**config.mk**
```make
export PLATFORM = sky130hd
export DESIGN_NAME = xm_reg_interface
export DESIGN_NICKNAME = d
export VERILOG_FILES = /design/src/xm_pkg.sv /design/src/mem_req_if.sv /design/src/xm_reg_interface.sv /design/src/vram_xr_port.sv /design/src/xm_regs.sv /design/src/tick_timer.sv /design/src/bus_capture.sv
export SDC_FILE = /design/constraint.sdc
export NUM_CORES = 1
export LEC_CHECK = 0
export BUFFER_PORTS_ARGS = -buffer_cell sky130_fd_sc_hd__buf_4
export CAP_MARGIN = 25
export CORE_AREA = 3 3 150 152
export CTS_BUF_LIST = sky130_fd_sc_hd__clkbuf_2 sky130_fd_sc_hd__clkbuf_4 sky130_fd_sc_hd__clkbuf_8
export DETAILED_ROUTE_END_ITERATION = 12
export DIE_AREA = 0 0 153 155
export GPL_TIMING_DRIVEN = 0
export PLACE_DENSITY = 0.9
export SYNTH_ARGS = -nofsm -noshare
export SYNTH_HDL_FRONTEND = slang
export SYNTH_SLANG_ARGS = --single-unit
```
**constraint.sdc**
```tcl
create_clock -name clk -period 4.75 [get_ports clk]
set_clock_uncertainty 0.15 [all_clocks]
set_input_delay 0.95 -clock clk [delete_from_list [all_inputs] [get_ports clk]]
set_output_delay 0.95 -clock clk [all_outputs]
set_load 0.03 [all_outputs]
```
**src/xm_pkg.sv**
```systemverilog
// ####################
// shared types and constants for the host register block
// import with xm_pkg::* in the module header
// ####################

package xm_pkg;

typedef logic [15:0] word_t;            // register or memory word
typedef logic [15:0] addr_t;            // VRAM or XR address
typedef logic [7:0]  byte_t;            // host bus byte

localparam int REG_NUM_W         = 4;   // register number width on the bus
localparam int WRMASK_W          = 4;   // one enable per nibble
localparam int SYNC_STAGES       = 2;   // flops per synchronized bus input
localparam int TIMER_TICK_CYCLES = 100; // clocks per 1/10 ms, small for sim
localparam int TIMER_FRAC_W      = $clog2(TIMER_TICK_CYCLES);

// rd_nwr, reg_num, bytesel and data travel through the synchronizer as one vector
localparam int BUS_FIELD_W = 1 + REG_NUM_W + 1 + $bits(byte_t);

typedef enum logic [REG_NUM_W-1:0] {
    XM_XR_ADDR   = 4'h0,                // XR address, odd byte write reads XR
    XM_XR_DATA   = 4'h1,                // XR data, odd byte write writes XR
    XM_RD_INCR   = 4'h2,
    XM_RD_ADDR   = 4'h3,                // odd byte write starts VRAM read
    XM_WR_INCR   = 4'h4,
    XM_WR_ADDR   = 4'h5,
    XM_DATA      = 4'h6,                // VRAM data port
    XM_DATA_2    = 4'h7,                // alias of XM_DATA
    XM_SYS_CTRL  = 4'h8,                // mem wait and write mask
    XM_TIMER     = 4'h9,
    XM_UNUSED_A  = 4'hA,
    XM_UNUSED_B  = 4'hB,
    XM_UNUSED_C  = 4'hC,
    XM_UNUSED_D  = 4'hD,
    XM_UNUSED_E  = 4'hE,
    XM_UNUSED_F  = 4'hF
} xm_reg_e;

typedef enum logic [1:0] {
    OP_VRAM_RD = 2'b00,
    OP_VRAM_WR = 2'b01,
    OP_XR_RD   = 2'b10,
    OP_XR_WR   = 2'b11
} access_op_e;

endpackage
```
**src/mem_req_if.sv**
```systemverilog
// ####################
// request and completion channel between the register file and the memory port
// regs side issues requests, port side answers with done
// ####################
`default_nettype none
`timescale 1ns/1ns

interface mem_req_if import xm_pkg::*; ();

    logic       req_valid;              // one cycle request pulse
    access_op_e op;
    addr_t      addr;
    word_t      wdata;

    logic       done;                   // one cycle completion pulse
    access_op_e done_op;                // op that just completed
    word_t      rdata;                  // read data, valid with done
    logic       busy;                   // request pending or in flight

    modport regs (
        output req_valid, op, addr, wdata,
        input  done, done_op, rdata, busy
    );

    modport port (
        input  req_valid, op, addr, wdata,
        output done, done_op, rdata, busy
    );

endinterface

`default_nettype wire

```
**src/xm_reg_interface.sv**
```systemverilog
// ####################
// top level of the host register block
// host bus in, VRAM and XR select/ack ports out
// ####################
`default_nettype none
`timescale 1ns/1ns

module xm_reg_interface import xm_pkg::*; (
    input  wire logic                 clk,
    input  wire logic                 reset_i,
    // host bus
    input  wire logic                 bus_cs_n_i,
    input  wire logic                 bus_rd_nwr_i,
    input  wire logic [REG_NUM_W-1:0] bus_reg_num_i,
    input  wire logic                 bus_bytesel_i,
    input  wire byte_t                bus_data_i,
    output      byte_t                bus_data_o,
    // VRAM and XR
    output      logic                 vram_sel_o,
    output      logic                 xr_sel_o,
    output      logic                 mem_wr_o,
    output      logic [WRMASK_W-1:0]  mem_wrmask_o,
    output      addr_t                mem_addr_o,
    output      word_t                mem_data_o,
    input  wire logic                 vram_ack_i,
    input  wire word_t                vram_data_i,
    input  wire logic                 xr_ack_i,
    input  wire word_t                xr_data_i
);

logic                write_strobe;
logic                read_strobe;
xm_reg_e             reg_num;
logic                bytesel;
byte_t               data_byte;
word_t               timer_count;
logic [WRMASK_W-1:0] wrmask;

mem_req_if mem_if();

bus_capture u_bus (
    .clk            (clk),
    .reset_i        (reset_i),
    .bus_cs_n_i     (bus_cs_n_i),
    .bus_rd_nwr_i   (bus_rd_nwr_i),
    .bus_reg_num_i  (bus_reg_num_i),
    .bus_bytesel_i  (bus_bytesel_i),
    .bus_data_i     (bus_data_i),
    .write_strobe_o (write_strobe),
    .read_strobe_o  (read_strobe),
    .reg_num_o      (reg_num),
    .bytesel_o      (bytesel),
    .data_o         (data_byte)
);

tick_timer u_timer (
    .clk     (clk),
    .reset_i (reset_i),
    .count_o (timer_count)
);

xm_regs u_regs (
    .clk            (clk),
    .reset_i        (reset_i),
    .write_strobe_i (write_strobe),
    .read_strobe_i  (read_strobe),
    .reg_num_i      (reg_num),
    .bytesel_i      (bytesel),
    .data_i         (data_byte),
    .timer_i        (timer_count),
    .bus_data_o     (bus_data_o),
    .wrmask_o       (wrmask),
    .mem            (mem_if)
);

vram_xr_port u_port (
    .clk          (clk),
    .reset_i      (reset_i),
    .vram_ack_i   (vram_ack_i),
    .vram_data_i  (vram_data_i),
    .xr_ack_i     (xr_ack_i),
    .xr_data_i    (xr_data_i),
    .wrmask_i     (wrmask),
    .vram_sel_o   (vram_sel_o),
    .xr_sel_o     (xr_sel_o),
    .mem_wr_o     (mem_wr_o),
    .mem_wrmask_o (mem_wrmask_o),
    .mem_addr_o   (mem_addr_o),
    .mem_data_o   (mem_data_o),
    .mem          (mem_if)
);

endmodule

`default_nettype wire

```
**src/vram_xr_port.sv**
```systemverilog
// ####################
// memory side of the register block
// holds VRAM or XR select until its acknowledge and then pulses done
// a new request replaces one still in flight
// ####################
`default_nettype none
`timescale 1ns/1ns

module vram_xr_port import xm_pkg::*; (
    input  wire logic                clk,
    input  wire logic                reset_i,
    input  wire logic                vram_ack_i,
    input  wire word_t               vram_data_i,
    input  wire logic                xr_ack_i,
    input  wire word_t               xr_data_i,
    input  wire logic [WRMASK_W-1:0] wrmask_i,
    output      logic                vram_sel_o,
    output      logic                xr_sel_o,
    output      logic                mem_wr_o,
    output      logic [WRMASK_W-1:0] mem_wrmask_o,
    output      addr_t               mem_addr_o,
    output      word_t               mem_data_o,
    mem_req_if.port                  mem
);

access_op_e cur_op;                     // op of the access in flight
logic       ack_hit;
logic       next_vram;
logic       next_xr;
logic       next_wr;

// acks only count while their own select is up
assign ack_hit  = (vram_sel_o & vram_ack_i) | (xr_sel_o & xr_ack_i);
assign mem.busy = vram_sel_o | xr_sel_o | mem.req_valid;

always_comb begin
    case (mem.op)
        OP_VRAM_RD: {next_vram, next_xr, next_wr} = 3'b100;
        OP_VRAM_WR: {next_vram, next_xr, next_wr} = 3'b101;
        OP_XR_RD:   {next_vram, next_xr, next_wr} = 3'b010;
        OP_XR_WR:   {next_vram, next_xr, next_wr} = 3'b011;
    endcase
end

always_ff @(posedge clk) begin
    if (reset_i) begin
        vram_sel_o   <= 1'b0;
        xr_sel_o     <= 1'b0;
        mem_wr_o     <= 1'b0;
        mem_wrmask_o <= '1;
        mem.done     <= 1'b0;
    end else begin
        mem.done <= 1'b0;
        if (mem.req_valid) begin
            vram_sel_o   <= next_vram;
            xr_sel_o     <= next_xr;
            mem_wr_o     <= next_wr;
            mem_wrmask_o <= wrmask_i;
        end else if (ack_hit) begin
            vram_sel_o <= 1'b0;
            xr_sel_o   <= 1'b0;
            mem_wr_o   <= 1'b0;
            mem.done   <= 1'b1;
        end
    end
end

always_ff @(posedge clk) begin
    if (mem.req_valid) begin
        cur_op     <= mem.op;
        mem_addr_o <= mem.addr;
        mem_data_o <= mem.wdata;
    end else if (ack_hit) begin
        mem.done_op <= cur_op;
        mem.rdata   <= vram_sel_o ? vram_data_i : xr_data_i;
    end
end

a_sel_excl: assert property (@(posedge clk) disable iff (reset_i)
    !(vram_sel_o && xr_sel_o));

a_wr_with_sel: assert property (@(posedge clk) disable iff (reset_i)
    $rose(mem_wr_o) |-> ($rose(vram_sel_o) || $rose(xr_sel_o)));

endmodule

`default_nettype wire

```
**src/xm_regs.sv**
```systemverilog
// ####################
// host visible register file
// assembles bytes into words, issues VRAM/XR requests and applies completions
// read data for the bus is combinational from the captured register number
// ####################
`default_nettype none
`timescale 1ns/1ns

module xm_regs import xm_pkg::*; (
    input  wire logic          clk,
    input  wire logic          reset_i,
    input  wire logic          write_strobe_i,
    input  wire logic          read_strobe_i,
    input  wire xm_reg_e       reg_num_i,
    input  wire logic          bytesel_i,       // 0 = even (high) byte
    input  wire byte_t         data_i,
    input  wire word_t         timer_i,
    output      byte_t         bus_data_o,
    output      logic [WRMASK_W-1:0] wrmask_o,
    mem_req_if.regs            mem
);

addr_t      reg_xr_addr;
word_t      reg_xr_data;                // XR read buffer
word_t      reg_rd_incr;
addr_t      reg_rd_addr;
word_t      reg_rd_data;                // VRAM read buffer
word_t      reg_wr_incr;
addr_t      reg_wr_addr;
byte_t      xr_data_even;               // high byte waiting for XR_DATA low byte
byte_t      data_even;                  // high byte waiting for DATA low byte

logic       wr_even;
logic       wr_odd;
logic       rd_odd;
logic       is_data;

logic       req_fire;
access_op_e req_op;
addr_t      req_addr;
word_t      req_wdata;
word_t      rd_word;

assign wr_even = write_strobe_i & ~bytesel_i;
assign wr_odd  = write_strobe_i & bytesel_i;
assign rd_odd  = read_strobe_i & bytesel_i;
assign is_data = (reg_num_i == XM_DATA) || (reg_num_i == XM_DATA_2);

// odd byte writes and odd DATA reads start a memory access
always_comb begin
    req_fire  = 1'b0;
    req_op    = OP_VRAM_RD;
    req_addr  = reg_rd_addr;
    req_wdata = {data_even, data_i};
    if (wr_odd) begin
        case (reg_num_i)
            XM_XR_ADDR: begin
                req_fire = 1'b1;
                req_op   = OP_XR_RD;
                req_addr = {reg_xr_addr[15:8], data_i};
            end
            XM_XR_DATA: begin
                req_fire  = 1'b1;
                req_op    = OP_XR_WR;
                req_addr  = reg_xr_addr;
                req_wdata = {xr_data_even, data_i};
            end
            XM_RD_ADDR: begin
                req_fire = 1'b1;
                req_addr = {reg_rd_addr[15:8], data_i};
            end
            XM_DATA, XM_DATA_2: begin
                req_fire = 1'b1;
                req_op   = OP_VRAM_WR;
                req_addr = reg_wr_addr;
            end
            default: ;
        endcase
    end else if (rd_odd && is_data) begin
        req_fire = 1'b1;                // prefetch the next word
    end
end

always_ff @(posedge clk) begin
    if (reset_i) begin
        mem.req_valid <= 1'b0;
    end else begin
        mem.req_valid <= req_fire;
    end
end

always_ff @(posedge clk) begin
    if (req_fire) begin
        mem.op    <= req_op;
        mem.addr  <= req_addr;
        mem.wdata <= req_wdata;
    end
end

always_ff @(posedge clk) begin
    if (reset_i) begin
        reg_xr_addr  <= '0;
        reg_xr_data  <= '0;
        reg_rd_incr  <= '0;
        reg_rd_addr  <= '0;
        reg_rd_data  <= '0;
        reg_wr_incr  <= '0;
        reg_wr_addr  <= '0;
        xr_data_even <= '0;
        data_even    <= '0;
        wrmask_o     <= '1;             // all nibbles enabled
    end else begin
        if (mem.done) begin
            case (mem.done_op)
                OP_VRAM_RD: begin
                    reg_rd_data <= mem.rdata;
                    reg_rd_addr <= reg_rd_addr + reg_rd_incr;
                end
                OP_VRAM_WR: reg_wr_addr <= reg_wr_addr + reg_wr_incr;
                OP_XR_RD:   reg_xr_data <= mem.rdata;
                OP_XR_WR:   reg_xr_addr <= reg_xr_addr + 1'b1;
            endcase
        end

        // bus writes come last so they win over a completion
        if (wr_even) begin
            case (reg_num_i)
                XM_XR_ADDR:         reg_xr_addr[15:8] <= data_i;
                XM_XR_DATA:         xr_data_even      <= data_i;
                XM_RD_INCR:         reg_rd_incr[15:8] <= data_i;
                XM_RD_ADDR:         reg_rd_addr[15:8] <= data_i;
                XM_WR_INCR:         reg_wr_incr[15:8] <= data_i;
                XM_WR_ADDR:         reg_wr_addr[15:8] <= data_i;
                XM_DATA, XM_DATA_2: data_even         <= data_i;
                default: ;
            endcase
        end
        if (wr_odd) begin
            case (reg_num_i)
                XM_XR_ADDR:  reg_xr_addr[7:0] <= data_i;
                XM_RD_INCR:  reg_rd_incr[7:0] <= data_i;
                XM_RD_ADDR:  reg_rd_addr[7:0] <= data_i;
                XM_WR_INCR:  reg_wr_incr[7:0] <= data_i;
                XM_WR_ADDR:  reg_wr_addr[7:0] <= data_i;
                XM_SYS_CTRL: wrmask_o         <= data_i[WRMASK_W-1:0];
                default: ;
            endcase
        end
    end
end

always_comb begin
    case (reg_num_i)
        XM_XR_ADDR:         rd_word = reg_xr_addr;
        XM_XR_DATA:         rd_word = reg_xr_data;
        XM_RD_INCR:         rd_word = reg_rd_incr;
        XM_RD_ADDR:         rd_word = reg_rd_addr;
        XM_WR_INCR:         rd_word = reg_wr_incr;
        XM_WR_ADDR:         rd_word = reg_wr_addr;
        XM_DATA, XM_DATA_2: rd_word = reg_rd_data;
        XM_SYS_CTRL:        rd_word = {8'h00, 1'b0, mem.busy, 2'b00, wrmask_o};  // bit 6 = mem wait
        XM_TIMER:           rd_word = timer_i;
        default:            rd_word = '0;
    endcase
    bus_data_o = bytesel_i ? rd_word[7:0] : rd_word[15:8];
end

endmodule

`default_nettype wire

```
**src/tick_timer.sv**
```systemverilog
// ####################
// free running timer in tenths of a millisecond
// count wraps past its top value, host reads it through XM_TIMER
// ####################
`default_nettype none
`timescale 1ns/1ns

module tick_timer import xm_pkg::*; (
    input  wire logic  clk,
    input  wire logic  reset_i,
    output      word_t count_o
);

logic [TIMER_FRAC_W-1:0] frac;          // clocks within the current tick

always_ff @(posedge clk) begin
    if (reset_i) begin
        frac    <= '0;
        count_o <= '0;
    end else begin
        if (frac == TIMER_FRAC_W'(TIMER_TICK_CYCLES - 1)) begin
            frac    <= '0;
            count_o <= count_o + 1'b1;  // wraps at 16'hFFFF
        end else begin
            frac    <= frac + 1'b1;
        end
    end
end

endmodule

`default_nettype wire

```
**src/bus_capture.sv**
```systemverilog
// ####################
// brings the asynchronous host bus into the clock domain
// one read or write strobe per select, fields held until the next select
// ####################
`default_nettype none
`timescale 1ns/1ns

module bus_capture import xm_pkg::*; (
    input  wire logic                 clk,
    input  wire logic                 reset_i,
    input  wire logic                 bus_cs_n_i,       // select, active low
    input  wire logic                 bus_rd_nwr_i,     // 1 = read
    input  wire logic [REG_NUM_W-1:0] bus_reg_num_i,
    input  wire logic                 bus_bytesel_i,    // 0 = even (high) byte
    input  wire byte_t                bus_data_i,
    output      logic                 write_strobe_o,
    output      logic                 read_strobe_o,
    output      xm_reg_e              reg_num_o,
    output      logic                 bytesel_o,
    output      byte_t                data_o
);

logic [SYNC_STAGES-1:0] cs_sync;                    // [0] is the first stage
logic [BUS_FIELD_W-1:0] field_sync [SYNC_STAGES];
logic [BUS_FIELD_W-1:0] field_now;
logic                   cs_prev;
logic                   cs_fall;

assign field_now = field_sync[SYNC_STAGES-1];
assign cs_fall   = cs_prev & ~cs_sync[SYNC_STAGES-1];  // select just went low

always_ff @(posedge clk) begin
    if (reset_i) begin
        cs_sync <= '1;                  // idle bus, no false edge
        cs_prev <= 1'b1;
    end else begin
        cs_sync <= {cs_sync[SYNC_STAGES-2:0], bus_cs_n_i};
        cs_prev <= cs_sync[SYNC_STAGES-1];
    end
end

always_ff @(posedge clk) begin
    field_sync[0] <= {bus_rd_nwr_i, bus_reg_num_i, bus_bytesel_i, bus_data_i};
    for (int i = 1; i < SYNC_STAGES; i++) begin
        field_sync[i] <= field_sync[i-1];
    end
end

always_ff @(posedge clk) begin
    if (reset_i) begin
        write_strobe_o <= 1'b0;
        read_strobe_o  <= 1'b0;
        reg_num_o      <= XM_XR_ADDR;
        bytesel_o      <= 1'b0;
    end else begin
        write_strobe_o <= cs_fall & ~field_now[BUS_FIELD_W-1];
        read_strobe_o  <= cs_fall & field_now[BUS_FIELD_W-1];
        if (cs_fall) begin
            reg_num_o <= xm_reg_e'(field_now[BUS_FIELD_W-2 -: REG_NUM_W]);
            bytesel_o <= field_now[$bits(byte_t)];
        end
    end
end

always_ff @(posedge clk) begin
    if (cs_fall) begin
        data_o <= field_now[$bits(byte_t)-1:0];
    end
end

a_strobe_excl: assert property (@(posedge clk) disable iff (reset_i)
    !(write_strobe_o && read_strobe_o));

endmodule

`default_nettype wire

```
==> summary.md, run 1 <==
| Metric | Value |
|---|---|
| Combinational power share | 3.5% |
| Hold path depth | 0 |
| Die width | 153 µm |
| Hold EP | u_bus.field_sync[0][19] |
| IO Port Bufs | 97 |
| Worst min path class | reg2reg |
| RR Startpoint | u_regs.reg_wr_incr[0] |
| Routability cong. | 1.04 |
| # IOs | 98 |
| Crit path launch type | flop |
| Fin crit share | 92.8% |
| Post-Synthesis Cells | 1,346 |
| First-pass GRT wire length | 66,800 µm |
| TritonRoute pass-1 iters | 9 |
| RSZ-0062 raised after global routing | false |
| Most common cell after layout, fill and taps aside | nand2_1 |
| Max-Cap Viols | 0 |
| Maximum clock frequency | 227 MHz |
| CTS sink count | 296 |
| Largest net degree at the start of global routing | 37 |
| Post-synthesis register bit count | 296 |
| Max clock buf depth | 3 |
| Initial DRC count | 1,657 |
| Worst-skew pair later-pin latency | 0.60 ns |
| CTS tree | done |
| Vias | 11,800 |
| Share of power burned in registers | 51.1% |
| Critical Path, Cell by Cell | buf_2 > nand2_1 > nor2_1 > clkbuf_1 > buf_2 > a221oi_1 > a21oi_1 > buf_4 |
| Full die area | 23,700 µm² |
| Clock-pin slew on the worst setup and hold paths | 0.06 ns |
| FF-to-FF End | u_regs.reg_wr_addr[12] |
| Syn Area/Cell | 9.69 µm² |
| Post-Synth Adder-Cell Area | 3.47% |
| Mapped Nets | 1,432 |
| Register area share after synthesis | 52.7% |
| Residual DRC | 0 |
| CTS Buf Count | 46 |
| Resized Gates After CTS | 0 |
| Clk network pwr share | 45.4% |
| Internal power | 3.97 mW |
| Layout cells sized above 1 | 16.0% |
| R2R depth | 9 |
| Leakage | 5.39 nW |
| Initial antenna violation count | 0 |
| Switching Fraction | 23.2% |
| Drt via density | 6.52 |
| CORE AREA | 21,200 µm² |
| Synthesized-area fraction occupied by and/or/nand/nor cells | 17.0% |
| Min Tclk post-route | 4.41 ns |
| EDFF count, synth | 94 |
| Max incr delay on CP | 0.55 ns |
| DR WL/cell | 24.5 µm |
| Synthesized cell area | 13,000 µm² |
| Finished Layout Cells | 1,807 |
| Htree depth | 2 |
| Overflow left after global routing | 0 |
| Antenna diode count | 0 |
| Fin util | 71.8% |
| CP most frequent cell | buf_2 |
| R2R Setup Slk | 1.59 ns |
| Count of warnings emitted by yosys | 0 |
| Critical Path RT | 3.65 ns |
| Status | finished, final reports clean |
| CP max stage cell | nor2_1 |
| Crit. End Element | output pin |
| Antenna viol nets, final | 0 |
| Mux cell area share after synthesis | 3.76% |
| CTS hold repair buffers | 0 |
| Die Height | 155 µm |
| Post-synthesis compound-gate area fraction | 16.7% |
| Endpoints failing hold | 0 |
| Least-Margin Pin Slew | 1.03 ns |
| Crit path launch | u_bus.reg_num_o[1] |
| Root buf cell | clkbuf_8 |
| Worst Hold Launch | u_bus.field_sync[0][5] |
| Nets | 1,580 |
| Routed WL | 44,200 µm |
| Post-Synth XOR/XNOR Area | 3.69% |
| Worst-path fanout max | 10 |
| Main combinational cell family by area after synthesis | simple AND/OR/NAND/NOR gates |
| Tot Pwr | 5.17 mW |
| Maximum vdd drop | 286 µV |
| Total GRT Usage | 36.6% |
| Async set-reset flop share out of synthesis | 0% |
| Kind of critical path | reg2out |
| Max-slew violations | 0 |
| Sw power | 1.20 mW |
| Post-Place Cells | 1,721 |
| Dpl cell area | 14,200 µm² |
| Pwr per Cell Area | 340 nW/µm² |
| Number of distinct library cells after synthesis | 61 |
| Design Area, Final | 15,200 µm² |
| Starting density of the core | 61.6% |
| Most frequent cells in the layout | nand2_1 (273), dfxtp_1 (201), a21oi_1 (120) |
| Final number of setup-violating endpoints | 0 |
| Post-DP HPWL | 31,800 µm |
| CP Data Arrival Time | 3.31 ns |
| # rows | 53 |
| Setup TNS | 0 ns |
| Vias in the first global route | 11,300 |
| Relative slew slack | 30.8% |
| Top FF cell, synth | dfxtp_1 |
| Setup Buffers After CTS | 0 |
| Area Overhead vs Synth | 16.4% |
[cell usage after synthesis, types with 3 or more instances]
master / instances / area share (%)
a211oi_1: 20 / 1.2
a21o_1: 14 / 0.81
a21oi_1: 120 / 4.6
a221oi_1: 21 / 1.4
a222oi_1: 22 / 1.7
a22o_1: 9 / 0.60
a22oi_1: 13 / 0.75
a311oi_1: 16 / 1.1
a31oi_1: 11 / 0.53
a41oi_1: 4 / 0.27
and2_1: 6 / 0.29
and3_1: 13 / 0.62
and4_1: 7 / 0.47
buf_1: 3 / 0.086
buf_2: 14 / 0.54
clkbuf_1: 65 / 1.9
dfxtp_1: 202 / 31
edfxtp_1: 94 / 22
ha_1: 33 / 3.2
inv_1: 7 / 0.20
mux2_2: 24 / 2.1
mux2i_1: 22 / 1.7
nand2_1: 273 / 7.9
nand2b_1: 7 / 0.34
nand3_1: 36 / 1.4
nand4_1: 11 / 0.53
nor2_1: 95 / 2.7
nor2b_1: 8 / 0.38
nor3_1: 9 / 0.35
nor3_2: 5 / 0.38
nor4_1: 3 / 0.14
nor4_2: 3 / 0.29
o211ai_1: 6 / 0.35
o21a_1: 4 / 0.23
o21ai_0: 38 / 1.5
o21ai_1: 12 / 0.46
o21bai_1: 3 / 0.17
or2_2: 5 / 0.24
or3_1: 8 / 0.38
xnor2_1: 31 / 2.1
xor2_1: 24 / 1.6
[worst max-delay path, delay by kind of cell, from the launching register on]
kind / cells / cell delay [ns]
buffers and inverters: 4 / 1.31
AND/OR/NAND/NOR: 2 / 0.68
AO/OA/AOI/OAI: 2 / 0.42
flip-flops: 1 / 0.30
[how the worst max path moves through the flow]
stage	slack (ns)	endpoint
4_1_cts	0.48	bus_data_o[1]
5_1_grt	0.23	bus_data_o[1]
6_report	0.34	bus_data_o[1]
3_5_place_dp	1.11	bus_data_o[1]
2_1_floorplan	1.45	u_regs.mem.addr[0]
3_3_place_gp	0.21	u_regs.mem.addr[12]
[metrics by stage]
step           hold WS [ns]  setup slack, ns
2_1_floorplan         0.160             1.45
3_3_place_gp          0.161            0.212
3_5_place_dp          0.162             1.11
4_1_cts               0.176            0.480
5_1_grt               0.181            0.230
6_report              0.176            0.344
[metal layers]
layer  track usage [%]  wire (µm)
met5                 0          0
met4              15.6       2170
met3              8.87       5510
met2              58.1      19800
met1              48.5      16700
[state kept, by name (all words and copies together) (netlist names), 7 cells and up]
| register | count |
|---|---|
| u_bus.field_sync | 28 |
| u_regs.xr_data_even | 8 |
| u_port.mem_addr_o | 16 |
| u_regs.reg_rd_addr | 16 |
| u_regs.reg_rd_data | 16 |
| u_regs.data_even | 8 |
| u_regs.mem.wdata | 16 |
| u_regs.reg_xr_addr | 16 |
| u_regs.reg_wr_incr | 16 |
| u_regs.reg_wr_addr | 16 |
| u_bus.data_o | 8 |
| u_timer.frac | 7 |
| u_regs.reg_xr_data | 16 |
| u_timer.count_o | 16 |
| u_regs.mem.addr | 16 |
| u_regs.reg_rd_incr | 16 |
| u_port.mem_data_o | 16 |
| u_port.mem.rdata | 16 |
[kinds of logic (layout without fill, tap and decap cells)]
group	after synthesis	after routing
compound gates	327	327
fa+ha+maj	35	35
buf+inv	90	276
xor+xnor	55	55
mux	46	46
simple gates	497	497
flops	296	296
[area by class of cell]
class	count	area (µm²)
buffer	83	337
clock buffer	61	802
clock inverter	25	225
fill	1507	5980
inverter	7	26.3
multi-input combinational	960	5820
sequential	296	6870
tap	275	344
timing repair buffer	100	761
[power groups by stage]
stage	clock network (mW)	registers (mW)	logic [mW]
after floorplan	0	2.68	0.0900
after global placement	0	2.69	0.171
after detailed placement	0	2.69	0.175
after CTS	2.35	2.64	0.177
after global routing	2.46	2.64	0.191
final	2.35	2.64	0.183
Note: power is estimated with default switching activity, not from simulation.
==> run 2, diff against run 1 <==
CORE_AREA = 3 3 151 153   (was 3 3 150 152)
DIE_AREA = 0 0 154 156   (was 0 0 153 155)
PLACE_DENSITY = 0.91   (was 0.9)
SYNTH_HIERARCHICAL = 1   (was default)
==> summary.md, run 2 <==
| Metric | Value |
|---|---|
| Max reg flops | 28 (unchanged) |
| Nets | 1,609 (was 1,580) |
| Status | finished, final reports clean (unchanged) |
| Full die area | 24,000 µm² (was 23,700 µm²) |
| Clock-pin slew on the worst setup and hold paths | 0.06 ns (about the same) |
| Sw power | 1.13 mW (was 1.20 mW) |
| Buffers & Inverters on Critical Path | 3 (was 4) |
| Register area share after synthesis | 51.8% (was 52.7%) |
| Routability cong. | 1.04 (about the same) |
| Total GRT Usage | 38.1% (was 36.6%) |
| Root buf cell | clkbuf_8 (unchanged) |
| Layout cells sized above 1 | 17.1% (was 16.0%) |
| CP most frequent cell | nand2_1 (was buf_2) |
| Largest net degree at the start of global routing | 33 (was 37) |
| CTS sink count | 296 (unchanged) |
| Relative slew slack | 24.6% (was 30.8%) |
| # rows | 54 (was 53) |
| DR WL/cell | 25.3 µm (was 24.5 µm) |
| Count of warnings emitted by yosys | 6 (was 0) |
| Kind of critical path | reg2out (unchanged) |
| Area Overhead vs Synth | 16.3% (was 16.4%) |
| CP Data Arrival Time | 3.37 ns (was 3.31 ns) |
| Max incr delay on CP | 0.52 ns (was 0.55 ns) |
| Die Height | 156 µm (was 155 µm) |
| Endpoints failing hold | 0 (unchanged) |
| RR Startpoint | u_regs/reg_wr_incr[0] (was u_regs.reg_wr_incr[0]) |
| First-pass GRT wire length | 70,100 µm (was 66,800 µm) |
| CTS hold repair buffers | 0 (unchanged) |
| Syn Area/Cell | 9.67 µm² (was 9.69 µm²) |
| Top reg by flops | u_bus/field_sync (was u_bus.field_sync) |
| Routed WL | 46,600 µm (was 44,200 µm) |
| Post-synthesis register bit count | 296 (unchanged) |
| IO Port Bufs | 97 (unchanged) |
| Fin crit share | 94.2% (was 92.8%) |
| Setup TNS | 0 ns (unchanged) |
| Crit. End Element | output pin (unchanged) |
| Setup Buffers After CTS | 0 (unchanged) |
| Switching Fraction | 22.3% (was 23.2%) |
| Min Tclk post-route | 4.47 ns (was 4.41 ns) |
| # IOs | 98 (unchanged) |
| Htree depth | 2 (unchanged) |
| Tot Pwr | 5.07 mW (was 5.17 mW) |
| Worst Hold Launch | u_bus/field_sync[0][4] (was u_bus.field_sync[0][5]) |
| Dpl cell area | 14,400 µm² (was 14,200 µm²) |
| Fillcell total | 1,571 (was 1,507) |
| Worst min path class | reg2reg (unchanged) |
| Max-slew violations | 0 (unchanged) |
| Least-Margin Pin Slew | 1.12 ns (was 1.03 ns) |
| Post-synth top cells | nand2_1 (273), dfxtp_1 (202), a21oi_1 (133) (was nand2_1 (273), dfxtp_1 (202), a21oi_1 (120)) |
| Synthesized cell area | 13,200 µm² (was 13,000 µm²) |
| Initial DRC count | 1,640 (was 1,657) |
| CTS Buf Count | 47 (was 46) |
| Overflow left after global routing | 0 (unchanged) |
| Post-DP HPWL | 34,600 µm (was 31,800 µm) |
| Resized Gates After CTS | 0 (unchanged) |
| Pwr per Cell Area | 329 nW/µm² (was 340 nW/µm²) |
| Crit path launch | u_bus/reg_num_o[2] (was u_bus.reg_num_o[1]) |
| Antenna viol nets, final | 0 (unchanged) |
| Finished Layout Cells | 1,839 (was 1,807) |
| Vias | 11,900 (was 11,800) |
| Leakage | 5.60 nW (was 5.39 nW) |
| Crit path launch type | flop (unchanged) |
| Maximum vdd drop | 291 µV (was 286 µV) |
| Top-area cell type share of the netlist area | 30.5% (was 31.0%) |
| Final number of setup-violating endpoints | 0 (unchanged) |
| Most common cell after layout, fill and taps aside | nand2_1 (unchanged) |
| CP max stage cell | clkbuf_1 (was nor2_1) |
| RSZ-0062 raised after global routing | false (unchanged) |
| CORE AREA | 21,700 µm² (was 21,200 µm²) |
| Residual DRC | 0 (unchanged) |
| Top FF cell, synth | dfxtp_1 (unchanged) |
| Die width | 154 µm (was 153 µm) |
| Design Area, Final | 15,400 µm² (was 15,200 µm²) |
| Vias in the first global route | 11,700 (was 11,300) |
| Antenna diode count | 0 (unchanged) |
| TritonRoute pass-1 iters | 9 (unchanged) |
| CTS tree | done (unchanged) |
| Post-synth top area cell | dfxtp_1 (unchanged) |
| Most numerous cell in the Yosys netlist | nand2_1 (unchanged) |
| Critical Path RT | 3.65 ns (about the same) |
| Combinational power share | 3.8% (was 3.5%) |
| Drt via density | 6.50 (was 6.52) |
| EDFF count, synth | 94 (unchanged) |
| Largest delay share family, worst path | buffers and inverters (unchanged) |
| Maximum clock frequency | 224 MHz (was 227 MHz) |
| Clk network pwr share | 44.1% (was 45.4%) |
| Post-Place Cells | 1,752 (was 1,721) |
| Top cells by area, synth | dfxtp_1 (31%), edfxtp_1 (21%), nand2_1 (7.7%), a21oi_1 (5.0%), ha_1 (3.1%) (was dfxtp_1 (31%), edfxtp_1 (22%), nand2_1 (7.9%), a21oi_1 (4.6%), ha_1 (3.2%)) |
| Starting density of the core | 61.1% (was 61.6%) |
| Share of power burned in registers | 52.0% (was 51.1%) |
| Mapped Nets | 1,456 (was 1,432) |
| Async set-reset flop share out of synthesis | 0% (unchanged) |
| Post-Synthesis Cells | 1,370 (was 1,346) |
| Internal power | 3.93 mW (was 3.97 mW) |
| Worst-skew pair later-pin latency | 0.57 ns (was 0.60 ns) |
| Max-Cap Viols | 0 (unchanged) |
| Number of distinct library cells after synthesis | 77 (was 61) |
| Worst-path fanout max | 10 (unchanged) |
| Critical Path, Cell by Cell | buf_2 > nand2_1 > nor2_1 > clkbuf_1 > a222oi_1 > nand2_1 > a31oi_1 > a21oi_1 > buf_4 (was buf_2 > nand2_1 > nor2_1 > clkbuf_1 > buf_2 > a221oi_1 > a21oi_1 > buf_4) |
| Max clock buf depth | 3 (unchanged) |
| Most frequent cells in the layout | nand2_1 (273), dfxtp_1 (201), a21oi_1 (133) (was nand2_1 (273), dfxtp_1 (201), a21oi_1 (120)) |
| Initial antenna violation count | 0 (unchanged) |
run 2: path summary, 6_finish.rpt:
check | end | slack (ns) | cells past startpoint
setup / recovery | bus_data_o[6] | 0.28 | 9
hold / removal | u_bus/field_sync[0][18] | 0.15 | 0
setup reg to reg | u_regs/reg_wr_addr[14] | 1.22 | 9
hold reg to reg | u_bus/field_sync[0][18] | 0.15 | 0
run 2: area by class of cell:
type / count / area, µm² / area share [%]
buffer: 85 / 378 / 2.45
clock buffer: 77 / 935 / 6.06
clock inverter: 8 / 51.3 / 0.333
inverter: 15 / 56.3 / 0.365
multi-input combinational: 974 / 5970 / 38.8
sequential: 296 / 6870 / 44.6
tap: 280 / 350 / 2.27
timing repair buffer: 104 / 801 / 5.20
run 2: stage by stage:
step	hold WS [ns]	util, %	setup WS, ns
floorplan	0.160	-	0.626
global placement	0.160	66.1	-0.896
detailed placement	0.163	66.4	0.837
CTS	0.153	71.0	0.226
global route	0.153	71.1	0.129
finish	0.153	71.1	0.276
run 2: layer usage:
layer | vias to the layer above | track usage (%) | part of all wire [%]
met5 | - | 0 | 0
met4 | 0 | 20.1 | 5.8
met3 | 162 | 9.57 | 12
met2 | 798 | 59.3 | 44
met1 | 5660 | 49.4 | 38
li1 | 5326 | - | -
run 2: cells by family (layout without fill, tap and decap cells):
logic type	after synthesis	after routing	share of synthesized area [%]
flip-flops	296	296	51.8
buffers and inverters	100	289	3.28
XOR/XNOR	52	52	3.44
AO/OA/AOI/OAI	359	359	18.0
multiplexers	32	32	2.64
adder cells (fa/ha/maj)	35	35	3.42
AND/OR/NAND/NOR	496	496	17.4
run 2: power by group through the flow:
stage,combinational (mW),sequential (mW),clock [mW]
after floorplan,0.0948,2.68,0
after global placement,0.181,2.69,0
after detailed placement,0.185,2.69,0
after CTS,0.188,2.64,2.26
after global routing,0.203,2.64,2.38
final,0.194,2.64,2.24
